File: config.mk
export PLATFORM = sky130hd
export DESIGN_NAME = uart_bb_top
export DESIGN_NICKNAME = d
export VERILOG_FILES = /design/src/design/uart_pkg.sv /design/src/design/uart_regs.sv /design/src/design/uart_rx_filter.sv /design/src/design/uart_rx.sv /design/src/design/uart_tx.sv /design/src/design/uart_bb_top.sv
export SDC_FILE = /design/constraint.sdc
export NUM_CORES = 1
export LEC_CHECK = 0
export ABC_AREA = 1
export ABC_CLOCK_PERIOD_IN_PS = 2950
export BUFFER_PORTS_ARGS = -buffer_cell sky130_fd_sc_hd__buf_2
export CORE_ASPECT_RATIO = 1.5
export CORE_MARGIN = 1
export CORE_UTILIZATION = 54
export DETAILED_ROUTE_END_ITERATION = 7
export PLACE_DENSITY = 0.79
export SYNTH_ARGS = -nofsm -noshare
export SYNTH_HDL_FRONTEND = slang
export SYNTH_SLANG_ARGS = --single-unit
File: constraint.sdc
create_clock -name mclk -period 2.95 [get_ports mclk]
set_input_delay 0.295 -clock mclk [delete_from_list [all_inputs] [get_ports mclk]]
set_output_delay 0.295 -clock mclk [all_outputs]
set_load 0.005 [all_outputs]
File: src/design/uart_pkg.sv
package uart_pkg;

  // ======================================================================
  // Widths
  // ======================================================================

  // Serial character
  localparam int DATA_W    = 8;
  // Peripheral bus data and word address
  localparam int BUS_W     = 16;
  localparam int ADDR_W    = 14;
  // Baud divider and bit counters
  localparam int BAUD_W    = 16;
  localparam int BIT_CNT_W = 4;

  // Low address bits used for register decode
  // Two byte registers per word, even one in the low lane
  localparam int DEC_WD    = 3;

  // ======================================================================
  // Register map
  // ======================================================================

  typedef enum logic [DEC_WD-1:0] {
    CTRL    = 3'd0,
    STATUS  = 3'd1,
    BAUD_LO = 3'd2,
    BAUD_HI = 3'd3,
    DATA_TX = 3'd4,
    DATA_RX = 3'd5
  } reg_addr_e;

  // CTRL writable bits and fields
  localparam logic [DATA_W-1:0] CTRL_MASK = 8'hF1;
  localparam int IEN_TX_EMPTY = 7;
  localparam int IEN_TX       = 6;
  localparam int IEN_RX_OVFLW = 5;
  localparam int IEN_RX       = 4;
  localparam int EN           = 0;

  // STATUS fields, bit 1 reads as zero
  localparam int TX_EMPTY_PND = 7;
  localparam int TX_PND       = 6;
  localparam int RX_OVFLW_PND = 5;
  localparam int RX_PND       = 4;
  localparam int TX_FULL      = 3;
  localparam int TX_BUSY      = 2;
  localparam int RX_BUSY      = 0;

  // Bit counts that end a frame
  localparam logic [BIT_CNT_W-1:0] RX_DONE_BIT = 4'd10;
  localparam logic [BIT_CNT_W-1:0] TX_DONE_BIT = 4'd11;

endpackage

File: src/design/uart_regs.sv
module uart_regs #(
  parameter logic [uart_pkg::ADDR_W:0] BASE_ADDR = 15'h0080
) (
  input  logic                        mclk,
  input  logic                        puc_rst,
  // Peripheral bus
  input  logic [uart_pkg::ADDR_W-1:0] per_addr,
  input  logic [uart_pkg::BUS_W-1:0]  per_din,
  input  logic                        per_en,
  input  logic [1:0]                  per_we,
  output logic [uart_pkg::BUS_W-1:0]  per_dout,
  // Transmitter
  input  logic                        tx_done,
  input  logic                        tx_busy,
  input  logic                        tx_full,
  output logic                        tx_load,
  output logic [uart_pkg::DATA_W-1:0] tx_data,
  // Receiver
  input  logic                        rx_done,
  input  logic [uart_pkg::DATA_W-1:0] rx_byte,
  input  logic                        rx_busy,
  // Shared config
  output logic                        ctrl_en,
  output logic [uart_pkg::BAUD_W-1:0] baud,
  // Interrupts
  output logic                        irq_uart_rx,
  output logic                        irq_uart_tx
);

  localparam int DEC_SZ = 1 << uart_pkg::DEC_WD;

  // ======================================================================
  // Address decode
  // ======================================================================

  logic                                reg_sel;
  logic                                reg_rd;
  logic [uart_pkg::DEC_WD-2:0]         reg_word;
  logic [DEC_SZ-1:0]                   wr_dec;
  logic [1:0][uart_pkg::DATA_W-1:0]    din_lane;

  // Block hit on the upper word address bits
  assign reg_sel  = per_en &
                    (per_addr[uart_pkg::ADDR_W-1:uart_pkg::DEC_WD-1] ==
                     BASE_ADDR[uart_pkg::ADDR_W:uart_pkg::DEC_WD]);
  assign reg_word = per_addr[uart_pkg::DEC_WD-2:0];
  assign reg_rd   = reg_sel & ~|per_we;
  assign din_lane = per_din;

  // One write strobe per byte register, lane from offset bit 0
  always_comb begin
    for (int i = 0; i < DEC_SZ; i++) begin
      wr_dec[i] = reg_sel & (reg_word == i[uart_pkg::DEC_WD-1:1]) & per_we[i[0]];
    end
  end

  // ======================================================================
  // Registers
  // ======================================================================

  logic [uart_pkg::DATA_W-1:0] ctrl;
  logic [uart_pkg::DATA_W-1:0] baud_lo;
  logic [uart_pkg::DATA_W-1:0] baud_hi;
  logic [uart_pkg::DATA_W-1:0] data_tx;
  logic [uart_pkg::DATA_W-1:0] data_rx;
  logic [uart_pkg::DATA_W-1:0] status_din;
  logic                        status_wr;

  always_ff @(posedge mclk or posedge puc_rst) begin
    if (puc_rst) begin
      ctrl    <= '0;
      baud_lo <= '0;
      baud_hi <= '0;
      data_tx <= '0;
      data_rx <= '0;
      tx_load <= 1'b0;
    end else begin
      if (wr_dec[uart_pkg::CTRL])
        ctrl <= din_lane[uart_pkg::CTRL % 2] & uart_pkg::CTRL_MASK;
      if (wr_dec[uart_pkg::BAUD_LO])
        baud_lo <= din_lane[uart_pkg::BAUD_LO % 2];
      if (wr_dec[uart_pkg::BAUD_HI])
        baud_hi <= din_lane[uart_pkg::BAUD_HI % 2];
      if (wr_dec[uart_pkg::DATA_TX])
        data_tx <= din_lane[uart_pkg::DATA_TX % 2];
      // Received byte lands with RX_PND
      if (rx_done)
        data_rx <= rx_byte;
      // Start request follows the data write by one cycle
      tx_load <= wr_dec[uart_pkg::DATA_TX];
    end
  end

  assign ctrl_en = ctrl[uart_pkg::EN];
  assign baud    = {baud_hi, baud_lo};
  assign tx_data = data_tx;

  // Pending flags, set wins over write-one-to-clear
  logic tx_empty_pnd;
  logic tx_pnd;
  logic rx_ovflw_pnd;
  logic rx_pnd;

  assign status_wr  = wr_dec[uart_pkg::STATUS];
  assign status_din = din_lane[uart_pkg::STATUS % 2] & {uart_pkg::DATA_W{status_wr}};

  always_ff @(posedge mclk or posedge puc_rst) begin
    if (puc_rst) begin
      tx_empty_pnd <= 1'b0;
      tx_pnd       <= 1'b0;
      rx_ovflw_pnd <= 1'b0;
      rx_pnd       <= 1'b0;
    end else begin
      // Empty only if nothing queued behind the finished frame
      tx_empty_pnd <= (tx_done & ~tx_full) |
                      (tx_empty_pnd & ~status_din[uart_pkg::TX_EMPTY_PND]);
      tx_pnd       <= tx_done | (tx_pnd & ~status_din[uart_pkg::TX_PND]);
      // Overflow when the previous byte was never acknowledged
      rx_ovflw_pnd <= (rx_done & rx_pnd) |
                      (rx_ovflw_pnd & ~status_din[uart_pkg::RX_OVFLW_PND]);
      rx_pnd       <= rx_done | (rx_pnd & ~status_din[uart_pkg::RX_PND]);
    end
  end

  // ======================================================================
  // Read path
  // ======================================================================

  logic [uart_pkg::DATA_W-1:0] rd_byte [DEC_SZ];

  always_comb begin
    for (int i = 0; i < DEC_SZ; i++) begin
      rd_byte[i] = '0;
    end
    rd_byte[uart_pkg::CTRL]    = ctrl;
    rd_byte[uart_pkg::STATUS][uart_pkg::TX_EMPTY_PND] = tx_empty_pnd;
    rd_byte[uart_pkg::STATUS][uart_pkg::TX_PND]       = tx_pnd;
    rd_byte[uart_pkg::STATUS][uart_pkg::RX_OVFLW_PND] = rx_ovflw_pnd;
    rd_byte[uart_pkg::STATUS][uart_pkg::RX_PND]       = rx_pnd;
    rd_byte[uart_pkg::STATUS][uart_pkg::TX_FULL]      = tx_full;
    rd_byte[uart_pkg::STATUS][uart_pkg::TX_BUSY]      = tx_busy;
    rd_byte[uart_pkg::STATUS][uart_pkg::RX_BUSY]      = rx_busy;
    rd_byte[uart_pkg::BAUD_LO] = baud_lo;
    rd_byte[uart_pkg::BAUD_HI] = baud_hi;
    rd_byte[uart_pkg::DATA_TX] = data_tx;
    rd_byte[uart_pkg::DATA_RX] = data_rx;
  end

  // Both bytes of the addressed word, zero when not reading
  assign per_dout = reg_rd ? {rd_byte[{reg_word, 1'b1}], rd_byte[{reg_word, 1'b0}]} : '0;

  // Interrupts per direction
  assign irq_uart_rx = (rx_pnd & ctrl[uart_pkg::IEN_RX]) |
                       (rx_ovflw_pnd & ctrl[uart_pkg::IEN_RX_OVFLW]);
  assign irq_uart_tx = (tx_pnd & ctrl[uart_pkg::IEN_TX]) |
                       (tx_empty_pnd & ctrl[uart_pkg::IEN_TX_EMPTY]);

endmodule

File: src/design/uart_rx_filter.sv
module uart_rx_filter (
  input  logic mclk,
  input  logic puc_rst,
  input  logic uart_rxd,
  output logic rxd_s,
  output logic rxd_fall
);

  // Two-flop synchronizer, idle line is high
  logic [1:0] rxd_sync;
  // Two previous synchronized samples
  logic [1:0] rxd_hist;
  logic       rxd_maj;
  logic       rxd_maj_nxt;

  always_ff @(posedge mclk or posedge puc_rst) begin
    if (puc_rst) begin
      rxd_sync <= 2'b11;
    end else begin
      rxd_sync <= {rxd_sync[0], uart_rxd};
    end
  end

  // Sample history for the filter
  always_ff @(posedge mclk or posedge puc_rst) begin
    if (puc_rst) begin
      rxd_hist <= 2'b11;
    end else begin
      rxd_hist <= {rxd_hist[0], rxd_sync[1]};
    end
  end

  // Two out of three vote
  assign rxd_maj_nxt = (rxd_sync[1] & rxd_hist[0]) |
                       (rxd_sync[1] & rxd_hist[1]) |
                       (rxd_hist[0] & rxd_hist[1]);

  always_ff @(posedge mclk or posedge puc_rst) begin
    if (puc_rst) begin
      rxd_maj <= 1'b1;
    end else begin
      rxd_maj <= rxd_maj_nxt;
    end
  end

  assign rxd_s    = rxd_maj;
  // High to low on the filtered line, one cycle early
  assign rxd_fall = rxd_maj & ~rxd_maj_nxt;

endmodule

File: src/design/uart_rx.sv
module uart_rx (
  input  logic                        mclk,
  input  logic                        puc_rst,
  input  logic                        ctrl_en,
  input  logic [uart_pkg::BAUD_W-1:0] baud,
  input  logic                        rxd_s,
  input  logic                        rxd_fall,
  output logic                        rx_done,
  output logic [uart_pkg::DATA_W-1:0] rx_byte,
  output logic                        rx_busy
);

  logic [uart_pkg::BIT_CNT_W-1:0] bit_cnt;
  logic [uart_pkg::BAUD_W-1:0]    baud_cnt;
  logic [uart_pkg::DATA_W-1:0]    shift_buf;
  logic                           rx_start;
  logic                           bit_inc;

  // ======================================================================
  // Frame control
  // ======================================================================

  // Only an idle receiver reacts to a falling edge
  assign rx_start = (bit_cnt == '0) & rxd_fall;
  assign bit_inc  = (bit_cnt != '0) & (baud_cnt == '0);
  assign rx_done  = (bit_cnt == uart_pkg::RX_DONE_BIT);

  always_ff @(posedge mclk or posedge puc_rst) begin
    if (puc_rst) begin
      bit_cnt <= '0;
    end else if (!ctrl_en) begin
      bit_cnt <= '0;
    end else if (rx_start) begin
      bit_cnt <= 4'd1;
    end else if (rx_done) begin
      bit_cnt <= '0;
    end else if (bit_inc) begin
      bit_cnt <= bit_cnt + 4'd1;
    end
  end

  // Half divider first so samples land mid-bit
  always_ff @(posedge mclk or posedge puc_rst) begin
    if (puc_rst) begin
      baud_cnt <= '0;
    end else if (!ctrl_en) begin
      baud_cnt <= '0;
    end else if (rx_start) begin
      baud_cnt <= baud >> 1;
    end else if (bit_inc) begin
      baud_cnt <= baud;
    end else if (baud_cnt != '0) begin
      baud_cnt <= baud_cnt - 1'b1;
    end
  end

  // ======================================================================
  // Shift buffer
  // ======================================================================

  // LSB first, start bit falls off the bottom
  always_ff @(posedge mclk or posedge puc_rst) begin
    if (puc_rst) begin
      shift_buf <= '0;
    end else if (!ctrl_en) begin
      shift_buf <= '0;
    end else if (bit_inc) begin
      shift_buf <= {rxd_s, shift_buf[uart_pkg::DATA_W-1:1]};
    end
  end

  assign rx_byte = shift_buf;
  assign rx_busy = (bit_cnt != '0);

endmodule

File: src/design/uart_tx.sv
module uart_tx (
  input  logic                        mclk,
  input  logic                        puc_rst,
  input  logic                        ctrl_en,
  input  logic [uart_pkg::BAUD_W-1:0] baud,
  input  logic                        tx_load,
  input  logic [uart_pkg::DATA_W-1:0] tx_data,
  output logic                        uart_txd,
  output logic                        tx_done,
  output logic                        tx_busy,
  output logic                        tx_full
);

  logic                           tx_trig;
  logic                           tx_start;
  logic                           bit_inc;
  logic [uart_pkg::BIT_CNT_W-1:0] bit_cnt;
  logic [uart_pkg::BAUD_W-1:0]    baud_cnt;
  // Data byte plus start bit
  logic [uart_pkg::DATA_W:0]      shift_buf;

  // ======================================================================
  // Holding slot
  // ======================================================================

  // Byte waiting in DATA_TX, a new load wins over the start
  always_ff @(posedge mclk or posedge puc_rst) begin
    if (puc_rst) begin
      tx_trig <= 1'b0;
    end else if (tx_load) begin
      tx_trig <= 1'b1;
    end else if (tx_start) begin
      tx_trig <= 1'b0;
    end
  end

  // ======================================================================
  // Frame control
  // ======================================================================

  assign tx_start = (bit_cnt == '0) & tx_trig;
  assign bit_inc  = (bit_cnt != '0) & (baud_cnt == '0);
  assign tx_done  = (bit_cnt == uart_pkg::TX_DONE_BIT);

  always_ff @(posedge mclk or posedge puc_rst) begin
    if (puc_rst) begin
      bit_cnt <= '0;
    end else if (!ctrl_en) begin
      bit_cnt <= '0;
    end else if (tx_start) begin
      bit_cnt <= 4'd1;
    end else if (tx_done) begin
      bit_cnt <= '0;
    end else if (bit_inc) begin
      bit_cnt <= bit_cnt + 4'd1;
    end
  end

  // baud+1 cycles per serial bit
  always_ff @(posedge mclk or posedge puc_rst) begin
    if (puc_rst) begin
      baud_cnt <= '0;
    end else if (!ctrl_en) begin
      baud_cnt <= '0;
    end else if (tx_start || bit_inc) begin
      baud_cnt <= baud;
    end else if (baud_cnt != '0) begin
      baud_cnt <= baud_cnt - 1'b1;
    end
  end

  // Ones shifted in from the top form the stop bit and idle
  always_ff @(posedge mclk or posedge puc_rst) begin
    if (puc_rst) begin
      shift_buf <= '1;
    end else if (!ctrl_en) begin
      shift_buf <= '1;
    end else if (tx_start) begin
      shift_buf <= {tx_data, 1'b0};
    end else if (bit_inc) begin
      shift_buf <= {1'b1, shift_buf[uart_pkg::DATA_W:1]};
    end
  end

  assign uart_txd = shift_buf[0];
  assign tx_busy  = (bit_cnt != '0) | tx_trig;
  assign tx_full  = tx_busy & tx_trig;

endmodule

File: src/design/uart_bb_top.sv
module uart_bb_top #(
  parameter logic [uart_pkg::ADDR_W:0] BASE_ADDR = 15'h0080
) (
  input  logic                        mclk,
  input  logic                        puc_rst,
  // Peripheral bus
  input  logic [uart_pkg::ADDR_W-1:0] per_addr,
  input  logic [uart_pkg::BUS_W-1:0]  per_din,
  input  logic                        per_en,
  input  logic [1:0]                  per_we,
  output logic [uart_pkg::BUS_W-1:0]  per_dout,
  // Serial pins
  input  logic                        uart_rxd,
  output logic                        uart_txd,
  // Interrupts
  output logic                        irq_uart_rx,
  output logic                        irq_uart_tx
);

  // Config from the register file
  logic                        ctrl_en;
  logic [uart_pkg::BAUD_W-1:0] baud;
  // Transmit side
  logic                        tx_load;
  logic [uart_pkg::DATA_W-1:0] tx_data;
  logic                        tx_done;
  logic                        tx_busy;
  logic                        tx_full;
  // Receive side
  logic                        rxd_s;
  logic                        rxd_fall;
  logic                        rx_done;
  logic [uart_pkg::DATA_W-1:0] rx_byte;
  logic                        rx_busy;

  uart_regs #(
    .BASE_ADDR (BASE_ADDR)
  ) u_regs (
    .mclk        (mclk),
    .puc_rst     (puc_rst),
    .per_addr    (per_addr),
    .per_din     (per_din),
    .per_en      (per_en),
    .per_we      (per_we),
    .per_dout    (per_dout),
    .tx_done     (tx_done),
    .tx_busy     (tx_busy),
    .tx_full     (tx_full),
    .tx_load     (tx_load),
    .tx_data     (tx_data),
    .rx_done     (rx_done),
    .rx_byte     (rx_byte),
    .rx_busy     (rx_busy),
    .ctrl_en     (ctrl_en),
    .baud        (baud),
    .irq_uart_rx (irq_uart_rx),
    .irq_uart_tx (irq_uart_tx)
  );

  // RXD cleanup ahead of the receiver
  uart_rx_filter u_rx_filter (
    .mclk     (mclk),
    .puc_rst  (puc_rst),
    .uart_rxd (uart_rxd),
    .rxd_s    (rxd_s),
    .rxd_fall (rxd_fall)
  );

  uart_rx u_rx (
    .mclk     (mclk),
    .puc_rst  (puc_rst),
    .ctrl_en  (ctrl_en),
    .baud     (baud),
    .rxd_s    (rxd_s),
    .rxd_fall (rxd_fall),
    .rx_done  (rx_done),
    .rx_byte  (rx_byte),
    .rx_busy  (rx_busy)
  );

  uart_tx u_tx (
    .mclk     (mclk),
    .puc_rst  (puc_rst),
    .ctrl_en  (ctrl_en),
    .baud     (baud),
    .tx_load  (tx_load),
    .tx_data  (tx_data),
    .uart_txd (uart_txd),
    .tx_done  (tx_done),
    .tx_busy  (tx_busy),
    .tx_full  (tx_full)
  );

endmodule

==> results.cfg <==
[floorplanning]
die_area_um2 = 11500
die_x_um = 88.0
row_count = 46
die_y_um = 131
start_util_pct = 56.0
core_area_um2 = 10700
ios = 55

[drt]
wl_per_cell_um = 15.3
firstDrtPassIters = 5
drc = 0
vias = 5463
wl_um = 15300
via_per_inst = 5.46
drt_iter0_markers = 398
final_antenna_net_count = 0

[logic_synthesis]
yosysTopAreaCell = dfrtp_1
syn_inst = 803
yosys-top-cells-area = dfrtp_1 38%, nand2_1 13%, dfstp_2 6.1%, inv_1 6.1%, nor2_1 5.4%
synth_nets = 847
async_flop_share_pct = 100
synth_cell_types = 41
yosys_warnings = 0
synth-edff-count = 0
synth_seq_cells = 105
synth_flop_cell = dfrtp_1
synth_top_area_share_pct = 38.0
syn_area_um2 = 6000
ys_seq_area_share_pct = 44.1
syn_area_per_cell_um2 = 7.47

[global_routing]
use_met1_pct = 35.8
top_usage_layer = met2
grt_overflow = 0
grt_pass1_wl_um = 25400
first_global_vias = 5263
globalRouteMet2Util_pct = 49.4
antenna_found_initial = 0
grt_max_degree = 98
gr-usage-all-layers_pct = 29.0
grt_util_met3_pct = 4.51

[timing]
layout_min_cycle_time_ns = 2.03
post-route-period-util_pct = 68.8
fin_skew_ns = 0.00329
tns_ns = 0
slew_violations = 0
rsz0062_at_grt = no
fmax_mhz = 493
setup_violations = 0
slew_headroom_pct = 49.6
tightest_slew_ns = 0.754
finalHoldViolCount = 0

[setup_path]
path_max_fanout = 16
crit_arrival_ns = 1.73
crit_path_end_kind = primary output
crit_type = in -> out
cp.required_ns = 2.65
r2r_cells = 9
critPathLaunchType = primary input

[finish]
syn2layout_area_growth_pct = 10.9
drive_gt1_share_pct = 15.6
instances_no_fill = 1001
insertedDiodeCount = 0
nets = 896

[clock_network]
clockRootBuffer = clkbuf_16
cts_made_buffers = 9
cts.clk_slew.worst_paths_ns = 0.07
post_cts.repair.setup_buffers = 0
clock-sinks = 105
cts_tree = built
insertion_delay_ns = 0.35
clock_path_buffers = 2
cts_max_level = 3
holdBufCountCts = 1
post_cts_resized = 0

[place]
placed_cells = 984
numPortBuffers = 54
place_hpwl_um = 11400
gp_congestion = 0.903

[power_and_ir_drop]
peakVddDrop_mv = 0.452
power.internal_uw = 2060
power.switching_uw = 629
p_leak_uw = 0.00345
pwr-share-comb_pct = 4.0
swShare_pct = 23.4
p_clk_share_pct = 42.1
power.density_nw_per_um2 = 404
seq_power_share_pct = 54.0

[job]
maxCapViolations = 0

[run_status]
status = finished clean

[hold_path]
hp-class = in -> reg
worstHoldPathCells = 1
-- through the flow --
step / hold WS, ns / cell area [um2] / utilization, % / setup WS [ns] / total power (uW)
3_3_place_gp: 0.230 / 6370 / 59.5 / 0.953 / 1580
5_1_grt: 0.0323 / 6650 / 62.1 / 0.790 / 2760
4_1_cts: 0.0298 / 6650 / 62.1 / 0.966 / 2700
2_1_floorplan: 0.299 / 6000 / - / 1.36 / 1540
6_report: 0.0383 / 6650 / 62.1 / 0.920 / 2690
3_5_place_dp: 0.231 / 6370 / 59.5 / 0.976 / 1580
-- layout make-up --
class | instances | area [um2]
fillers | 978 | 4050
multi-input cells | 575 | 2850
flip-flops and latches | 105 | 2650
inverters | 104 | 397
repair buffers | 57 | 308
clock buffers | 11 | 233
well taps | 144 | 180
clock inverters | 5 | 41.3
-- worst max-delay path, cell delays in order --
cell and delay, ns:
buf_2 0.09, nor2_1 0.12, nand4_1 0.12, nor2_2 0.24, nand2_1 0.37, a211oi_1 0.32
buf_2 0.17
-- metal layers --
metal  routed length [um]  vias to the layer above
li1                     -                     2682
met1                 6320                     2528
met2                 7540                      207
met3                  818                       46
met4                  625                        0
met5                    0                        -
-- Yosys cell counts (2+ instances only) --
| cell | count |
|---|---|
| nand2_1 | 215 |
| inv_1 | 98 |
| dfrtp_1 | 91 |
| nor2_1 | 87 |
| o21ai_0 | 53 |
| nand3_1 | 49 |
| o21ai_1 | 35 |
| a21oi_1 | 18 |
| nand4_1 | 18 |
| nor2_2 | 18 |
| dfstp_2 | 14 |
| a22oi_1 | 11 |
| buf_2 | 10 |
| xor2_1 | 10 |
| ha_1 | 8 |
| o22ai_1 | 7 |
| nand3_2 | 6 |
| nor3_1 | 6 |
| nand2_2 | 5 |
| nor2_4 | 5 |
| clkbuf_1 | 4 |
| inv_2 | 4 |
| a211oi_1 | 3 |
| buf_4 | 3 |
| xnor2_1 | 3 |
| buf_6 | 2 |
| nand2_4 | 2 |
| nand3b_1 | 2 |
| o21ai_2 | 2 |
| o21bai_1 | 2 |
| o31ai_1 | 2 |
-- cell families after synthesis --
kind of cell | synth area share [%]
flops | 44.1
compound gates | 12.3
fa+ha+maj | 1.67
buf+inv | 8.39
xor+xnor | 1.90
simple gates | 31.7
-- worst paths after layout --
kind	to	slack [ns]	from
worst min register to register	u_rx_filter.rxd_sync[1]	0.36	u_rx_filter.rxd_sync[0]
min in group asynchronous	u_regs.data_rx[5]	0.45	puc_rst
worst max register to register	u_rx.baud_cnt[14]	0.94	u_rx.bit_cnt[0]
max in group asynchronous	u_tx.shift_buf[0]	1.74	puc_rst
worst min-delay path	u_rx_filter.rxd_sync[0]	0.04	uart_rxd
worst max-delay path	per_dout[0]	0.92	per_addr[9]
-- sequential cells by signal, summed over array words and instances, names as in the netlist, 2 cells and up --
signal                cells
u_regs.baud_hi            8
u_regs.baud_lo            8
u_regs.ctrl               5
u_regs.data_rx            8
u_regs.tx_data            8
u_rx.baud_cnt            16
u_rx.bit_cnt              4
u_rx.rx_byte              8
u_rx_filter.rxd_hist      2
u_rx_filter.rxd_sync      2
u_tx.baud_cnt            16
u_tx.bit_cnt              4
u_tx.shift_buf            9
-- power groups by stage --
| stage | Combinational (uW) | Clock (uW) | Sequential [uW] |
|---|---|---|---|
| after CTS | 108 | 1140 | 1450 |
| after global routing | 122 | 1190 | 1450 |
| after floorplan | 59.8 | 0 | 1480 |
| after global placement | 106 | 0 | 1480 |
| after detailed placement | 107 | 0 | 1480 |
| final | 107 | 1130 | 1450 |
-- placed cells by master (no fill, tap or decap), types with 35 or more instances in the layout --
master,instances
nand2_1,215
o21ai_1,35
dfrtp_1,91
buf_2,54
o21ai_0,53
nor2_1,87
inv_1,97
nand3_1,49
(Power assumes the default switching activity.)
